==> config.mk <==
export PLATFORM = sky130hd
export DESIGN_NAME = vq_top
export DESIGN_NICKNAME = d
export VERILOG_FILES = /design/src/source/cache_addr_pkg.sv /design/src/source/ccu_line_pkg.sv /design/src/source/ccu_line_writer.sv /design/src/source/victim_queue.sv /design/src/source/vq_entry.sv /design/src/source/vq_queue_ctrl.sv /design/src/source/vq_top.sv
export SDC_FILE = /design/constraint.sdc
export NUM_CORES = 1
export LEC_CHECK = 0
export BUFFER_PORTS_ARGS = -buffer_cell sky130_fd_sc_hd__buf_2
export CAP_MARGIN = 20
export CORE_MARGIN = 8
export CORE_UTILIZATION = 55
export CTS_CLUSTER_SIZE = 28
export DETAILED_ROUTE_END_ITERATION = 8
export PLACE_DENSITY = 0.8
export SETUP_SLACK_MARGIN = 0.3
export SKIP_CTS_REPAIR_TIMING = 1
export SLEW_MARGIN = 25
export SYNTH_ARGS = -nofsm -noshare
export SYNTH_HDL_FRONTEND = slang
export SYNTH_SLANG_ARGS = --single-unit
==> constraint.sdc <==
create_clock -name i_clk -period 6.4 [get_ports i_clk]
set_clock_uncertainty 0.2 [all_clocks]
set_input_delay 1.28 -clock i_clk [delete_from_list [all_inputs] [get_ports i_clk]]
set_output_delay 1.28 -clock i_clk [all_outputs]
set_load 0.05 [all_outputs]
==> src/source/cache_addr_pkg.sv <==
/*
 * Byte address format of the data cache.
 * An address is seen either as one raw word or as line number plus byte offset.
 */
package cache_addr_pkg;

    localparam int ADDR_WIDTH      = 32;
    localparam int OFFSET_WIDTH    = 4;
    localparam int LINE_ADDR_WIDTH = ADDR_WIDTH - OFFSET_WIDTH;

    typedef logic [LINE_ADDR_WIDTH-1:0] line_addr_t;

    // Same bits, two decodings
    typedef union packed {
        logic [ADDR_WIDTH-1:0] raw;
        struct packed {
            line_addr_t              line;
            logic [OFFSET_WIDTH-1:0] offset;
        } fields;
    } byte_addr_u;

endpackage

==> src/source/ccu_line_pkg.sv <==
/*
 * Data word and cacheline geometry for the CCU victim path.
 * Referenced by scoped name from the queue, the line writer and the testbench.
 */
package ccu_line_pkg;

    // Memory word and lookup data
    localparam int DATA_WIDTH = 32;
    localparam int DATA_BYTES = DATA_WIDTH / 8;

    // Cacheline
    localparam int LINE_BYTES = 16;
    localparam int LINE_WIDTH = LINE_BYTES * 8;

    // Word writes needed to send one line to memory
    localparam int WORDS_PER_LINE = LINE_BYTES / DATA_BYTES;

endpackage

==> src/source/ccu_line_writer.sv <==
/*
 * Sends one cacheline to memory as a burst of word writes over valid/ready.
 * Pulses done for one cycle after the last word has been accepted.
 */
`timescale 1ns/100ps

module ccu_line_writer (
    input  logic                                  i_clk,
    input  logic                                  i_rst_n,

    input  logic                                  i_ccu_en,
    input  logic [cache_addr_pkg::ADDR_WIDTH-1:0] i_ccu_addr,
    input  logic [ccu_line_pkg::LINE_WIDTH-1:0]   i_ccu_data,
    output logic                                  o_ccu_done,

    output logic                                  o_mem_wr_valid,
    output logic [cache_addr_pkg::ADDR_WIDTH-1:0] o_mem_wr_addr,
    output logic [ccu_line_pkg::DATA_WIDTH-1:0]   o_mem_wr_data,
    input  logic                                  i_mem_wr_ready
);

    localparam int CNT_WIDTH  = $clog2(ccu_line_pkg::WORDS_PER_LINE);
    localparam int BYTE_SHIFT = $clog2(ccu_line_pkg::DATA_BYTES);

    logic                                  busy;
    logic [CNT_WIDTH-1:0]                  word_cnt;
    logic [cache_addr_pkg::ADDR_WIDTH-1:0] base_addr;
    logic [ccu_line_pkg::LINE_WIDTH-1:0]   line_data;
    logic [cache_addr_pkg::ADDR_WIDTH-1:0] word_offset;
    logic                                  last_word;

    assign last_word = (word_cnt == CNT_WIDTH'(ccu_line_pkg::WORDS_PER_LINE - 1));

    // The done cycle still shows the retiring head, so en is not taken then
    always_ff @(posedge i_clk or negedge i_rst_n) begin
        if (!i_rst_n) begin
            busy       <= 1'b0;
            word_cnt   <= '0;
            o_ccu_done <= 1'b0;
        end else begin
            o_ccu_done <= 1'b0;
            if (!busy) begin
                if (i_ccu_en && !o_ccu_done) begin
                    busy     <= 1'b1;
                    word_cnt <= '0;
                end
            end else if (i_mem_wr_ready) begin
                word_cnt <= word_cnt + 1'b1;
                if (last_word) begin
                    busy       <= 1'b0;
                    o_ccu_done <= 1'b1;
                end
            end
        end
    end

    always_ff @(posedge i_clk) begin
        if (!busy && i_ccu_en && !o_ccu_done) begin
            base_addr <= i_ccu_addr;
            line_data <= i_ccu_data;
        end
    end

    always_comb begin
        word_offset = '0;
        word_offset[BYTE_SHIFT +: CNT_WIDTH] = word_cnt;
    end

    assign o_mem_wr_valid = busy;
    assign o_mem_wr_addr  = base_addr + word_offset;
    assign o_mem_wr_data  = line_data[word_cnt*ccu_line_pkg::DATA_WIDTH +: ccu_line_pkg::DATA_WIDTH];

endmodule

==> src/source/victim_queue.sv <==
/*
 * Victim queue holding evicted lines until the line writer has stored them.
 * Loads look up by byte address and get the selected bytes one cycle later.
 */
`timescale 1ns/100ps

module victim_queue #(
    parameter  int VQ_DEPTH  = 4,
    localparam int IDX_WIDTH = (VQ_DEPTH > 1) ? $clog2(VQ_DEPTH) : 1
) (
    input  logic                                  i_clk,
    input  logic                                  i_rst_n,

    // Victim enqueue
    input  logic                                  i_victim_valid,
    input  logic [cache_addr_pkg::ADDR_WIDTH-1:0] i_victim_addr,
    input  logic [ccu_line_pkg::LINE_WIDTH-1:0]   i_victim_data,

    // Load lookup
    input  logic                                  i_lookup_valid,
    input  logic [cache_addr_pkg::ADDR_WIDTH-1:0] i_lookup_addr,
    input  logic [ccu_line_pkg::DATA_BYTES-1:0]   i_lookup_byte_sel,
    output logic                                  o_lookup_hit,
    output logic [ccu_line_pkg::DATA_WIDTH-1:0]   o_lookup_data,

    output logic                                  o_vq_full,

    // Line writer handshake
    input  logic                                  i_ccu_done,
    output logic                                  o_ccu_en,
    output logic [cache_addr_pkg::ADDR_WIDTH-1:0] o_ccu_addr,
    output logic [ccu_line_pkg::LINE_WIDTH-1:0]   o_ccu_data
);

    cache_addr_pkg::byte_addr_u victim_addr_u;
    cache_addr_pkg::byte_addr_u lookup_addr_u;
    cache_addr_pkg::byte_addr_u head_addr_u;

    logic [IDX_WIDTH-1:0] head;
    logic [IDX_WIDTH-1:0] tail;
    logic                 queue_full;
    logic                 queue_empty;
    logic                 allocating;

    logic [VQ_DEPTH-1:0]                entry_valid;
    logic [VQ_DEPTH-1:0]                entry_hit;
    cache_addr_pkg::line_addr_t         entry_addr [VQ_DEPTH];
    logic [ccu_line_pkg::LINE_WIDTH-1:0] entry_data [VQ_DEPTH];

    logic                                lookup_hit;
    logic [ccu_line_pkg::LINE_WIDTH-1:0] hit_line;
    logic [ccu_line_pkg::DATA_WIDTH-1:0] lookup_word;

    assign victim_addr_u.raw = i_victim_addr;
    assign lookup_addr_u.raw = i_lookup_addr;

    // Lines offered while full are dropped
    assign allocating = i_victim_valid && !queue_full;

    vq_queue_ctrl #(
        .VQ_DEPTH(VQ_DEPTH)
    ) u_queue_ctrl (
        .i_clk      (i_clk),
        .i_rst_n    (i_rst_n),
        .i_incr_head(i_ccu_done),
        .i_incr_tail(allocating),
        .o_head     (head),
        .o_tail     (tail),
        .o_full     (queue_full),
        .o_empty    (queue_empty)
    );

    for (genvar i = 0; i < VQ_DEPTH; i++) begin : g_entry
        vq_entry u_entry (
            .i_clk        (i_clk),
            .i_rst_n      (i_rst_n),
            .i_alloc_en   (allocating && (tail == IDX_WIDTH'(i))),
            .i_alloc_addr (victim_addr_u.fields.line),
            .i_alloc_data (i_victim_data),
            .i_retire     (i_ccu_done && (head == IDX_WIDTH'(i))),
            .i_lookup_addr(lookup_addr_u.fields.line),
            .o_lookup_hit (entry_hit[i]),
            .o_valid      (entry_valid[i]),
            .o_addr       (entry_addr[i]),
            .o_data       (entry_data[i])
        );
    end

    assign lookup_hit = i_lookup_valid && (entry_hit != '0);

    // First matching slot supplies the line
    always_comb begin
        hit_line = entry_data[0];
        for (int i = VQ_DEPTH - 1; i >= 0; i--) begin
            if (entry_hit[i]) hit_line = entry_data[i];
        end
    end

    // Bytes that would run past the end of the line read as zero
    always_comb begin
        int pos;
        lookup_word = '0;
        for (int j = 0; j < ccu_line_pkg::DATA_BYTES; j++) begin
            pos = int'(lookup_addr_u.fields.offset) + j;
            if (i_lookup_byte_sel[j] && (pos < ccu_line_pkg::LINE_BYTES)) begin
                lookup_word[j*8 +: 8] = hit_line[pos*8 +: 8];
            end
        end
    end

    always_ff @(posedge i_clk or negedge i_rst_n) begin
        if (!i_rst_n) begin
            o_lookup_hit  <= 1'b0;
            o_lookup_data <= '0;
        end else begin
            o_lookup_hit  <= lookup_hit;
            o_lookup_data <= lookup_hit ? lookup_word : '0;
        end
    end

    // Head entry goes to the writer at its line base address
    assign head_addr_u.fields.line   = entry_addr[head];
    assign head_addr_u.fields.offset = '0;

    assign o_ccu_en   = entry_valid[head] && !queue_empty;
    assign o_ccu_addr = head_addr_u.raw;
    assign o_ccu_data = entry_data[head];
    assign o_vq_full  = queue_full;

endmodule

==> src/source/vq_entry.sv <==
/*
 * One victim queue slot with its line address, line data and valid bit.
 * Compares its stored line number against the lookup address every cycle.
 */
`timescale 1ns/100ps

module vq_entry (
    input  logic                                i_clk,
    input  logic                                i_rst_n,

    input  logic                                i_alloc_en,
    input  cache_addr_pkg::line_addr_t          i_alloc_addr,
    input  logic [ccu_line_pkg::LINE_WIDTH-1:0] i_alloc_data,
    input  logic                                i_retire,

    input  cache_addr_pkg::line_addr_t          i_lookup_addr,
    output logic                                o_lookup_hit,

    output logic                                o_valid,
    output cache_addr_pkg::line_addr_t          o_addr,
    output logic [ccu_line_pkg::LINE_WIDTH-1:0] o_data
);

    // Allocation wins over retirement
    always_ff @(posedge i_clk or negedge i_rst_n) begin
        if (!i_rst_n) begin
            o_valid <= 1'b0;
        end else if (i_alloc_en) begin
            o_valid <= 1'b1;
        end else if (i_retire) begin
            o_valid <= 1'b0;
        end
    end

    always_ff @(posedge i_clk) begin
        if (i_alloc_en) begin
            o_addr <= i_alloc_addr;
            o_data <= i_alloc_data;
        end
    end

    assign o_lookup_hit = o_valid && (o_addr == i_lookup_addr);

endmodule

==> src/source/vq_queue_ctrl.sv <==
/*
 * Head and tail pointers of a circular queue of any depth.
 * A lap bit on each pointer separates the full case from the empty case.
 */
`timescale 1ns/100ps

module vq_queue_ctrl #(
    parameter  int VQ_DEPTH  = 4,
    localparam int IDX_WIDTH = (VQ_DEPTH > 1) ? $clog2(VQ_DEPTH) : 1
) (
    input  logic                 i_clk,
    input  logic                 i_rst_n,
    input  logic                 i_incr_head,
    input  logic                 i_incr_tail,
    output logic [IDX_WIDTH-1:0] o_head,
    output logic [IDX_WIDTH-1:0] o_tail,
    output logic                 o_full,
    output logic                 o_empty
);

    // Pointer layout is {lap, index}
    logic [IDX_WIDTH:0] head_ptr;
    logic [IDX_WIDTH:0] tail_ptr;

    // Wrap the index at the last slot and flip the lap bit
    function automatic logic [IDX_WIDTH:0] advance(input logic [IDX_WIDTH:0] ptr);
        logic [IDX_WIDTH:0] nxt;
        if (ptr[IDX_WIDTH-1:0] == IDX_WIDTH'(VQ_DEPTH - 1)) begin
            nxt = {~ptr[IDX_WIDTH], {IDX_WIDTH{1'b0}}};
        end else begin
            nxt = ptr + (IDX_WIDTH + 1)'(1);
        end
        return nxt;
    endfunction

    always_ff @(posedge i_clk or negedge i_rst_n) begin
        if (!i_rst_n) begin
            head_ptr <= '0;
            tail_ptr <= '0;
        end else begin
            if (i_incr_head) head_ptr <= advance(head_ptr);
            if (i_incr_tail) tail_ptr <= advance(tail_ptr);
        end
    end

    assign o_head  = head_ptr[IDX_WIDTH-1:0];
    assign o_tail  = tail_ptr[IDX_WIDTH-1:0];
    assign o_empty = (head_ptr == tail_ptr);
    assign o_full  = (head_ptr[IDX_WIDTH-1:0] == tail_ptr[IDX_WIDTH-1:0]) &&
                     (head_ptr[IDX_WIDTH] != tail_ptr[IDX_WIDTH]);

endmodule

==> src/source/vq_top.sv <==
/*
 * Victim queue joined to its memory line writer.
 * Evicted lines enter here and leave as word writes on the memory channel.
 */
`timescale 1ns/100ps

module vq_top #(
    parameter int VQ_DEPTH = 4
) (
    input  logic                                  i_clk,
    input  logic                                  i_rst_n,

    input  logic                                  i_victim_valid,
    input  logic [cache_addr_pkg::ADDR_WIDTH-1:0] i_victim_addr,
    input  logic [ccu_line_pkg::LINE_WIDTH-1:0]   i_victim_data,
    output logic                                  o_vq_full,

    input  logic                                  i_lookup_valid,
    input  logic [cache_addr_pkg::ADDR_WIDTH-1:0] i_lookup_addr,
    input  logic [ccu_line_pkg::DATA_BYTES-1:0]   i_lookup_byte_sel,
    output logic                                  o_lookup_hit,
    output logic [ccu_line_pkg::DATA_WIDTH-1:0]   o_lookup_data,

    output logic                                  o_mem_wr_valid,
    output logic [cache_addr_pkg::ADDR_WIDTH-1:0] o_mem_wr_addr,
    output logic [ccu_line_pkg::DATA_WIDTH-1:0]   o_mem_wr_data,
    input  logic                                  i_mem_wr_ready
);

    logic                                  ccu_en;
    logic                                  ccu_done;
    logic [cache_addr_pkg::ADDR_WIDTH-1:0] ccu_addr;
    logic [ccu_line_pkg::LINE_WIDTH-1:0]   ccu_data;

    victim_queue #(
        .VQ_DEPTH(VQ_DEPTH)
    ) u_victim_queue (
        .i_clk            (i_clk),
        .i_rst_n          (i_rst_n),
        .i_victim_valid   (i_victim_valid),
        .i_victim_addr    (i_victim_addr),
        .i_victim_data    (i_victim_data),
        .i_lookup_valid   (i_lookup_valid),
        .i_lookup_addr    (i_lookup_addr),
        .i_lookup_byte_sel(i_lookup_byte_sel),
        .o_lookup_hit     (o_lookup_hit),
        .o_lookup_data    (o_lookup_data),
        .o_vq_full        (o_vq_full),
        .i_ccu_done       (ccu_done),
        .o_ccu_en         (ccu_en),
        .o_ccu_addr       (ccu_addr),
        .o_ccu_data       (ccu_data)
    );

    ccu_line_writer u_line_writer (
        .i_clk         (i_clk),
        .i_rst_n       (i_rst_n),
        .i_ccu_en      (ccu_en),
        .i_ccu_addr    (ccu_addr),
        .i_ccu_data    (ccu_data),
        .o_ccu_done    (ccu_done),
        .o_mem_wr_valid(o_mem_wr_valid),
        .o_mem_wr_addr (o_mem_wr_addr),
        .o_mem_wr_data (o_mem_wr_data),
        .i_mem_wr_ready(i_mem_wr_ready)
    );

endmodule

==> results summary, run 1 <==
The flow ran to the end, and the final reports show no timing, DRC or antenna violations. The switching power is about 0.0067 W. The combinational group share of total power is 29.6%. Of all flip-flops after synthesis, the portion carrying an async set or reset was under 10%.

The final estimated routing congestion in global placement is slightly above 1. Of all nets on the critical path, the largest fanout is 16. In this run switching power makes up a little over a third of total power. The max-slew violation count came to 0. In the final design database the tool counted 2988 nets.

The pin count of the biggest net entering global routing came out at 120. The tree is rooted in a sky130_fd_sc_hd__clkbuf_16. The DRC violations left came out at 0. The number of synthesized flops with an enable pin is 780. The estimated wirelength of the detail-placed design is 91100 um. After layout, the minimum clock period comes to 5.04 ns. The combined area of all synthesized cells is 38500 um2. The number of different library cells in the post-synthesis netlist came out at 90. The worst-case clock buffer depth is 3. The total of endpoints with negative setup slack in the final report is 0.

The highest metal layer carrying signal wires in the routed design is met5. In this run, flip-flops and latches consume between 40% and 50% of the power. The share of cells above drive strength 1 is 27.1%. Ranked by instance count, the synthesized netlist is headed by sky130_fd_sc_hd__edfxtp_1, sky130_fd_sc_hd__mux4_2, sky130_fd_sc_hd__nand2_1, sky130_fd_sc_hd__o21ai_0, sky130_fd_sc_hd__clkbuf_1.

The worst pin sits at a relative slew slack of approximately 24%. The count of maximum capacitance violations came out at 0. The initial antenna violation count is 30.

In this run the mean area of a mapped cell was 15.5 um2. TritonCTS built the clock tree. TritonCTS created 86 clock buffers. For this run, the leading register cell type out of synthesis is sky130_fd_sc_hd__edfxtp_1.

The kind of launch point of the worst setup path is an input port. The required arrival time at the worst endpoint is slightly below 7 ns. The synthesized flop and latch total is 827. The number of DRC markers in iteration 0 came out at between 4000 and 5000.

VDD sags by at most roughly 0.44 mV. The share of Yosys cell area claimed by the top area cell type came out at 60.8%. The number of nets with antenna violations after routing is 0. In this run the critical register-to-register path is captured at u_victim_queue.o_lookup_data[29]$_DFF_PN0_. For this design the top-level I/O count stands at 300. The floorplan step set the die height to around 280 um. The final number of hold-violating endpoints was 0. The type of the tightest min-delay check is reg -> reg. The count of buffers added on input and output ports is between 200 and 300.

The global-route usage over all layers is 33.8%. The clock input transition at the sequential cells of the worst setup and hold paths came out at around 0.06 ns. The kind of end point of the critical path is a register. The number of standard cells after synthesis is approximately 2500.

The total length of routed wires came out at approximately 140000 um. The classification of the worst setup path is in -> reg. The worst hold path terminates at u_victim_queue.u_queue_ctrl.tail_ptr[2]$_DFFE_PN0P_.

The via count of the first global-routing pass was between 20000 and 30000. The detailed-route wire length per cell is approximately 36 um. Counting the fill cells in the layout gives roughly 5000. The final total negative setup slack came out at 0 ns.

The reg-to-reg setup timing slack is between 1.5 and 2 ns. The layout-stage area growth over the synthesis result came out at 14.7%. The total iterations of the first detailed-routing run came out at 8. Global routing finished with a remaining overflow of 0. The met2 wire length came out at 63500 um.

The largest total area in the synthesized netlist belongs to sky130_fd_sc_hd__edfxtp_1. The number of cell rows came out at slightly below 100. The count of H-tree levels built during CTS came out at 3. The cell area power density is 434 nW/um2. The die outline area is 78700 um2. The share of total power dissipated in the clock network is between 20% and 30%. The die span in x is 281 um.

The post-place instance area came out at ~41000 um2. Sorting the synthesized cells by area gives the leading types as sky130_fd_sc_hd__edfxtp_1, sky130_fd_sc_hd__mux4_2, sky130_fd_sc_hd__dfrtp_1, sky130_fd_sc_hd__xnor2_1, sky130_fd_sc_hd__a311oi_1. The detailed-routed wire length on met3 is 18000 um.

The per-cell via count in the routed design came out at ~7.3. The Yosys step of the flow raised 0 warnings. The number of clock sinks seen by CTS is just over 800. For the worst flop-to-flop path, the logic depth is 14.

The initial utilization of the core area, before any placement, comes to 55.3%. Setup repair after global routing left no endpoint under its margin. The worst path arrival time is approximately 5.4 ns. Counting instances, the worst hold path has a depth of 1. The core occupancy in the finished layout is about 63%. In this run the worst setup path begins at i_lookup_addr[8]. The post-synthesis sequential area ratio is between 60% and 70%.

sky130_fd_sc_hd__edfxtp_1 is the most common cell in the netlist. The design area came out at ~44000 um2. The total number of vias is between 20000 and 30000. Clock latency on the worst-skew pair, taken at its later pin, is 0.65 ns. The static leakage came out at ~15 nW. After layout, the worst path uses between 70% and 80% of the clock period. In this run the standard cell core region covers roughly 70000 um2. The wire length on met1 came out at between 40000 and 50000 um. The wire length of the first global-routing pass came out at about 190000 um.

The highest clock rate came out at roughly 200 MHz. The startpoint identified for the worst register-to-register timing path is u_victim_queue.g_entry[3].u_entry.o_addr[4]$_DFFE_PP_. The cell-internal power came out at 0.0125 W.

In this run the most critical hold path is launched from u_victim_queue.u_queue_ctrl.tail_ptr[2]$_DFFE_PN0P_. The slew at the pin with the worst max-slew slack is approximately 1.1 ns.
-- through the flow --
stage	power (W)	hold WS, ns	std cells	setup slack, ns
finish	0.0192	0.301	3810	1.36
global route	0.0196	0.325	3804	1.29
CTS	0.0191	0.304	3789	1.51
detailed placement	0.0141	0.291	3630	0.868
global placement	0.0140	0.279	3630	0.875
floorplan	0.0122	0.259	2482	0.756
-- how the worst max path moves through the flow --
stage / end / slack, ns
floorplan: u_victim_queue.g_entry[0].u_entry.o_addr[0]$_DFFE_PP_ / 0.76
global placement: u_victim_queue.o_lookup_data[26]$_DFF_PN0_ / 0.88
detailed placement: u_victim_queue.o_lookup_data[26]$_DFF_PN0_ / 0.87
CTS: u_victim_queue.o_lookup_data[29]$_DFF_PN0_ / 1.51
global route: u_victim_queue.o_lookup_data[29]$_DFF_PN0_ / 1.29
finish: u_victim_queue.o_lookup_data[29]$_DFF_PN0_ / 1.36
-- power by group through the flow --
stage,Clock [W],Combinational (W),Sequential [W]
CTS,0.00501,0.00562,0.00845
floorplan,0,0.00361,0.00857
global route,0.00523,0.00585,0.00856
detailed placement,0,0.00559,0.00853
finish,0.00500,0.00566,0.00849
global placement,0,0.00554,0.00843
-- area by class of cell --
class | count | area (um2) | area share [%]
Antenna cell | 21 | 52.6 | 0.119
Clock buffer | 102 | 2280 | 5.15
Clock inverter | 57 | 514 | 1.16
Inverter | 16 | 70.1 | 0.159
Multi-Input combinational cell | 1449 | 13100 | 29.6
Sequential cell | 827 | 24600 | 55.7
Tap cell | 940 | 1180 | 2.66
Timing Repair Buffer | 398 | 2420 | 5.47
-- cell families after synthesis --
group | share of synthesized area, %
other | 0.00974
xor gates and xnor gates | 2.70
and+or+nand+nor | 6.07
buffers and inverters | 2.32
muxes | 13.3
AOI/OAI and AO/OA | 11.4
DFF | 63.9
adders and majority gates | 0.292
-- flip-flops by register name, summed over array words and instances, names as in the netlist, 2 cells and up --
| name | count |
|---|---|
| u_victim_queue.g_entry.u_entry.o_data | 512 |
| u_line_writer.word_cnt | 2 |
| u_victim_queue.g_entry.u_entry.o_addr | 112 |
| u_victim_queue.u_queue_ctrl.head_ptr | 3 |
| u_victim_queue.o_lookup_data | 32 |
| u_line_writer.base_addr | 28 |
| u_victim_queue.u_queue_ctrl.tail_ptr | 3 |
| u_line_writer.line_data | 128 |
| u_victim_queue.g_entry.u_entry.o_valid | 4 |
-- worst max-delay path, stage by stage --
cell                        delay [ns]
sky130_fd_sc_hd__buf_2            0.14
sky130_fd_sc_hd__xnor2_1          0.50
sky130_fd_sc_hd__nand4_1          0.18
sky130_fd_sc_hd__nor4_2           0.43
sky130_fd_sc_hd__buf_4            0.36
sky130_fd_sc_hd__and2_2           0.29
sky130_fd_sc_hd__o31ai_4          0.21
sky130_fd_sc_hd__buf_12           0.25
sky130_fd_sc_hd__buf_4            0.20
sky130_fd_sc_hd__a2bb2oi_1        0.53
sky130_fd_sc_hd__mux2i_1          0.16
sky130_fd_sc_hd__or3_1            0.34
sky130_fd_sc_hd__o221ai_1         0.12
sky130_fd_sc_hd__a221oi_1         0.16
sky130_fd_sc_hd__buf_4            0.19
-- placed cells by master (no fill, tap or decap), types with 22 or more instances in the layout --
| master | synthesis | routed |
|---|---|---|
| sky130_fd_sc_hd__mux4_2 | 196 | 196 |
| sky130_fd_sc_hd__nor2_1 | 87 | 85 |
| sky130_fd_sc_hd__nand3_1 | 51 | 51 |
| sky130_fd_sc_hd__clkinv_1 | 0 | 22 |
| sky130_fd_sc_hd__a21oi_1 | 80 | 80 |
| sky130_fd_sc_hd__and3_1 | 62 | 59 |
| sky130_fd_sc_hd__nor3_1 | 24 | 24 |
| sky130_fd_sc_hd__edfxtp_1 | 780 | 780 |
| sky130_fd_sc_hd__mux2i_1 | 58 | 58 |
| sky130_fd_sc_hd__clkbuf_16 | 0 | 89 |
| sky130_fd_sc_hd__xnor2_1 | 79 | 79 |
| sky130_fd_sc_hd__a221oi_1 | 41 | 41 |
| sky130_fd_sc_hd__a2bb2oi_1 | 51 | 51 |
| sky130_fd_sc_hd__buf_4 | 16 | 92 |
| sky130_fd_sc_hd__nand4_1 | 34 | 34 |
| sky130_fd_sc_hd__xor2_1 | 38 | 38 |
| sky130_fd_sc_hd__o21ai_0 | 113 | 113 |
| sky130_fd_sc_hd__nand2_1 | 129 | 129 |
| sky130_fd_sc_hd__a311oi_1 | 68 | 68 |
| sky130_fd_sc_hd__dfrtp_1 | 47 | 43 |
| sky130_fd_sc_hd__buf_2 | 37 | 293 |
-- per-layer routing --
metal | global-route usage [%] | vias to the layer above
met1 | 46.4 | 14100
li1 | - | 10900
met4 | 13.9 | 12
met5 | 0 | -
met2 | 52.0 | 2500
met3 | 8.36 | 342
Note: power is estimated with default switching activity, not from simulation.
==> inputs of run 2 (changes only) <==
Clock period 6.4 ns to 4.9 ns, I/O delays scaled along.
==> results summary, run 2 (same netlist as run 1, synthesis figures left out) <==
The die span in x was 281 um (unchanged). The worst slew slack as a fraction of its limit was 35.2% (+11 points). The worst stage delay on the critical path was 0.57 ns (+0.04 ns).

The flip-flop count of the largest register, all copies and words added came to 512 (unchanged). The number of DRC markers in iteration 0 is 4769 (-1.7%). The slew at the pin with the worst max-slew slack came out at 0.969 ns (-0.162 ns). The detailed-route wire length per cell came out at 34.2 um (-4.3%). The post-route non-filler standard cell count is 4035 (+5.9%). The total number of vias came to 28800 (+3.5%). The count of maximum capacitance violations is 0 (unchanged).

The final-layout fill cell count is 4800 (-4.7%). The most common cell after layout, fill and taps aside is sky130_fd_sc_hd__edfxtp_1. The reg-to-reg setup timing slack came out at 0.45 ns (-1.30 ns). The quantity of I/O buffers inserted on ports was 293 (unchanged). The kind of end point of the critical path is a register. The clock input transition at the sequential cells of the worst setup and hold paths is 0.06 ns (about the same).

The largest registers in the layout are u_victim_queue.g_entry.u_entry.o_data: 512 flops, u_line_writer.line_data: 128 flops, u_victim_queue.g_entry.u_entry.o_addr: 112 flops. The max-slew violation count is 0 (unchanged). The top-level port count came to 300 (unchanged). TritonCTS built the clock tree. Leaving out fill and tap cells, the most frequent cells in the layout are sky130_fd_sc_hd__edfxtp_1, sky130_fd_sc_hd__buf_2, sky130_fd_sc_hd__buf_4. The estimated wirelength of the detail-placed design came out at 95200 um (+4.5%). The number of nets with antenna violations after routing is 0 (unchanged).

The highest ir drop seen on vdd is 0.559 mV (+26%). The effective utilization at floorplan is 55.3% (unchanged). The total of endpoints with negative setup slack in the final report is 0 (unchanged). The worst hold path belongs to the class reg -> reg.

The worst path arrival time came to 4.93 ns (-0.44 ns). The DRC violations left came out at 0 (unchanged). The critical path in this run is classified as in -> reg. Ranked by flip-flop count, first place goes to u_victim_queue.g_entry.u_entry.o_data. The height of the die is 281 um (unchanged).

The run finished with clean final reports. The source-to-sink clock delay at the later pin of the worst-skew pair came out at 0.66 ns (about the same). The share of cells above drive strength 1 came out at 33.0% (+5.9 points). The total length of routed wires is 138000 um (+1.3%). The per-cell via count in the routed design came to 7.14 (-2.2%). The buffers plus inverters on the worst setup path came to 4 (-1). The kind of launch point of the worst setup path is an input port. The top fanout value on the critical path came out at 5 (-11).

The wire length of the first global-routing pass is 198000 um (+2.0%). The post-place setup slack is -0.173 ns (-1.04 ns). The number of clock sinks seen by CTS is 827 (unchanged). The minimum setup slack in the final design is 0.366 ns (-0.999 ns). Compared with the post-synthesis result, the final layout area differs by 20.3%. The static leakage is 16.4 nW (+8.4%).

The count of cells along the worst register-to-register path is 13 (-1). The final estimated routing congestion in global placement is 1.02 (+0.99%). The core occupancy in the finished layout was 66.5% (+3.1 points). The number of cell rows came out at 97 (unchanged). The net count of the finished layout is 3208 (+7.4%). The minimum clock period after layout came out at around 4.5 ns. The global-route usage over all layers came out at 34.4% (+0.57 points). The pin count of the biggest net entering global routing was 136 (+13%). The initial antenna violation count was 36 (+20%). The number of cells in the design after placement is 3851 (+6.1%). The area inside the core boundary came out at 69700 um2 (unchanged). The total iterations of the first detailed-routing run came out at 9 (+1). For hold timing, the worst endpoint is u_victim_queue.u_queue_ctrl.tail_ptr[2]$_DFFE_PN0P_. The TritonCTS buffer count is 85 (-1.2%). The die outline area came out at 78700 um2 (unchanged). The total congestion overflow is 0 (unchanged).

Setup repair after global routing left no endpoint under its margin. The via count of the first global-routing pass came to 28000 (+2.7%). The count of H-tree levels built during CTS was 3 (unchanged). The final number of hold-violating endpoints came to 0 (unchanged). The cell area power density came out at 556 nW/um2 (+28%). The required arrival time at the worst endpoint came to 5.30 ns (-1.43 ns).

The endpoint identified for the worst register-to-register timing path is u_victim_queue.o_lookup_data[29]$_DFF_PN0_. The critical path's top delay family is compound AO/OA/AOI/OAI gates. The worst register-to-register path begins at u_victim_queue.g_entry[3].u_entry.o_addr[15]$_DFFE_PP_. Walking the worst path, the cells encountered are buf_2, xnor2_1, nand4_1, nor4_2, buf_4, nand2_1, nor2_1, a221o_1, o211ai_1, a21oi_1, buf_4, mux2i_1, a221oi_1, buf_4. The slowest stage of the critical path belongs to the cell sky130_fd_sc_hd__nor2_1.

The worst hold path depth came out at 1 (unchanged). The master cell of the clock root buffer is sky130_fd_sc_hd__clkbuf_16. The highest clock rate came out at approximately 220 MHz. The most frequent cell on the critical path is sky130_fd_sc_hd__buf_4.

The final cycle utilization of the critical path is between 90% and 100%. The worst-case clock buffer depth came out at 3 (unchanged). The worst hold path begins at u_victim_queue.u_queue_ctrl.tail_ptr[2]$_DFFE_PN0P_.
==> run 2: changes by cell type in the layout (fill, tap and decap cells not counted), moves of 3 or more <==
| cell | delta |
|---|---|
| sky130_fd_sc_hd__clkbuf_8 | +11 |
| sky130_fd_sc_hd__clkbuf_1 | -3 |
| sky130_fd_sc_hd__bufinv_16 | +3 |
| sky130_fd_sc_hd__buf_12 | +21 |
| sky130_fd_sc_hd__diode_2 | +4 |
| sky130_fd_sc_hd__clkinv_2 | +6 |
| sky130_fd_sc_hd__clkinv_1 | -16 |
| sky130_fd_sc_hd__inv_6 | -3 |
| sky130_fd_sc_hd__buf_4 | +200 |
==> run 2: worst register-to-register path, cell delays in order (launching register included) <==
cell	delay [ns]
sky130_fd_sc_hd__edfxtp_1	0.41
sky130_fd_sc_hd__xnor2_1	0.43
sky130_fd_sc_hd__nand3_1	0.19
sky130_fd_sc_hd__nor4_2	0.37
sky130_fd_sc_hd__buf_4	0.22
sky130_fd_sc_hd__nand2_1	0.18
sky130_fd_sc_hd__nor2_1	0.57
sky130_fd_sc_hd__a221o_1	0.25
sky130_fd_sc_hd__o211ai_1	0.08
sky130_fd_sc_hd__a21oi_1	0.49
sky130_fd_sc_hd__buf_4	0.23
sky130_fd_sc_hd__mux2i_1	0.07
sky130_fd_sc_hd__a221oi_1	0.49
sky130_fd_sc_hd__buf_4	0.22
==> run 2: how the worst max path moves through the flow <==
stage | endpoint | cells past startpoint | slack (ns) | start
3_5_place_dp | u_victim_queue.o_lookup_data[0]$_DFF_PN0_ | 14 | -0.17 | i_lookup_addr[27]
6_report | u_victim_queue.o_lookup_data[29]$_DFF_PN0_ | 14 | 0.37 | i_lookup_addr[21]
4_1_cts | u_victim_queue.o_lookup_data[0]$_DFF_PN0_ | 15 | 0.45 | i_lookup_addr[13]
3_3_place_gp | u_victim_queue.o_lookup_data[26]$_DFF_PN0_ | 13 | -0.25 | i_lookup_addr[13]
2_1_floorplan | u_line_writer.base_addr[10]$_DFFE_PP_ | 4 | 0.45 | u_victim_queue.u_queue_ctrl.head_ptr[0]$_DFFE_PN0P_
5_1_grt | u_victim_queue.o_lookup_data[20]$_DFF_PN0_ | 13 | 0.32 | i_lookup_addr[5]
==> run 2: power by group <==
group	switching [W]	total [W]	internal, W
sequential	0.000989	0.0110	0.0100
clock	0.00279	0.00687	0.00408
combinational	0.00500	0.00786	0.00286
total	0.00878	0.0257	0.0170
==> run 2: area by class of cell <==
type	count	area [um2]	share of cell area [%]
antenna	25	62.6	0.135
clock buffer	110	2420	5.22
clock inverter	49	574	1.24
inverter	16	67.6	0.146
multi-input combinational	1449	13100	28.2
sequential	827	24600	53.1
tap	940	1180	2.54
timing repair buffer	619	4340	9.37
==> run 2: per-layer routing <==
layer | vias up | share of wire [%] | track usage, %
met3 | 413 | 13 | 8.43
li1 | 11400 | - | -
met2 | 2438 | 46 | 52.7
met5 | - | 0.12 | 0
met1 | 14600 | 36 | 46.9
met4 | 22 | 4.4 | 15.1
==> run 2: through the flow <==
stage	total power (W)	instance area [um2]	hold WS (ns)	setup TNS (ns)
floorplan	0.0158	38500	0.259	0
global placement	0.0186	43200	0.280	-0.414
detailed placement	0.0188	43200	0.290	-0.449
CTS	0.0257	46200	0.303	0
finish	0.0257	46300	0.302	0
global route	0.0264	46300	0.325	0
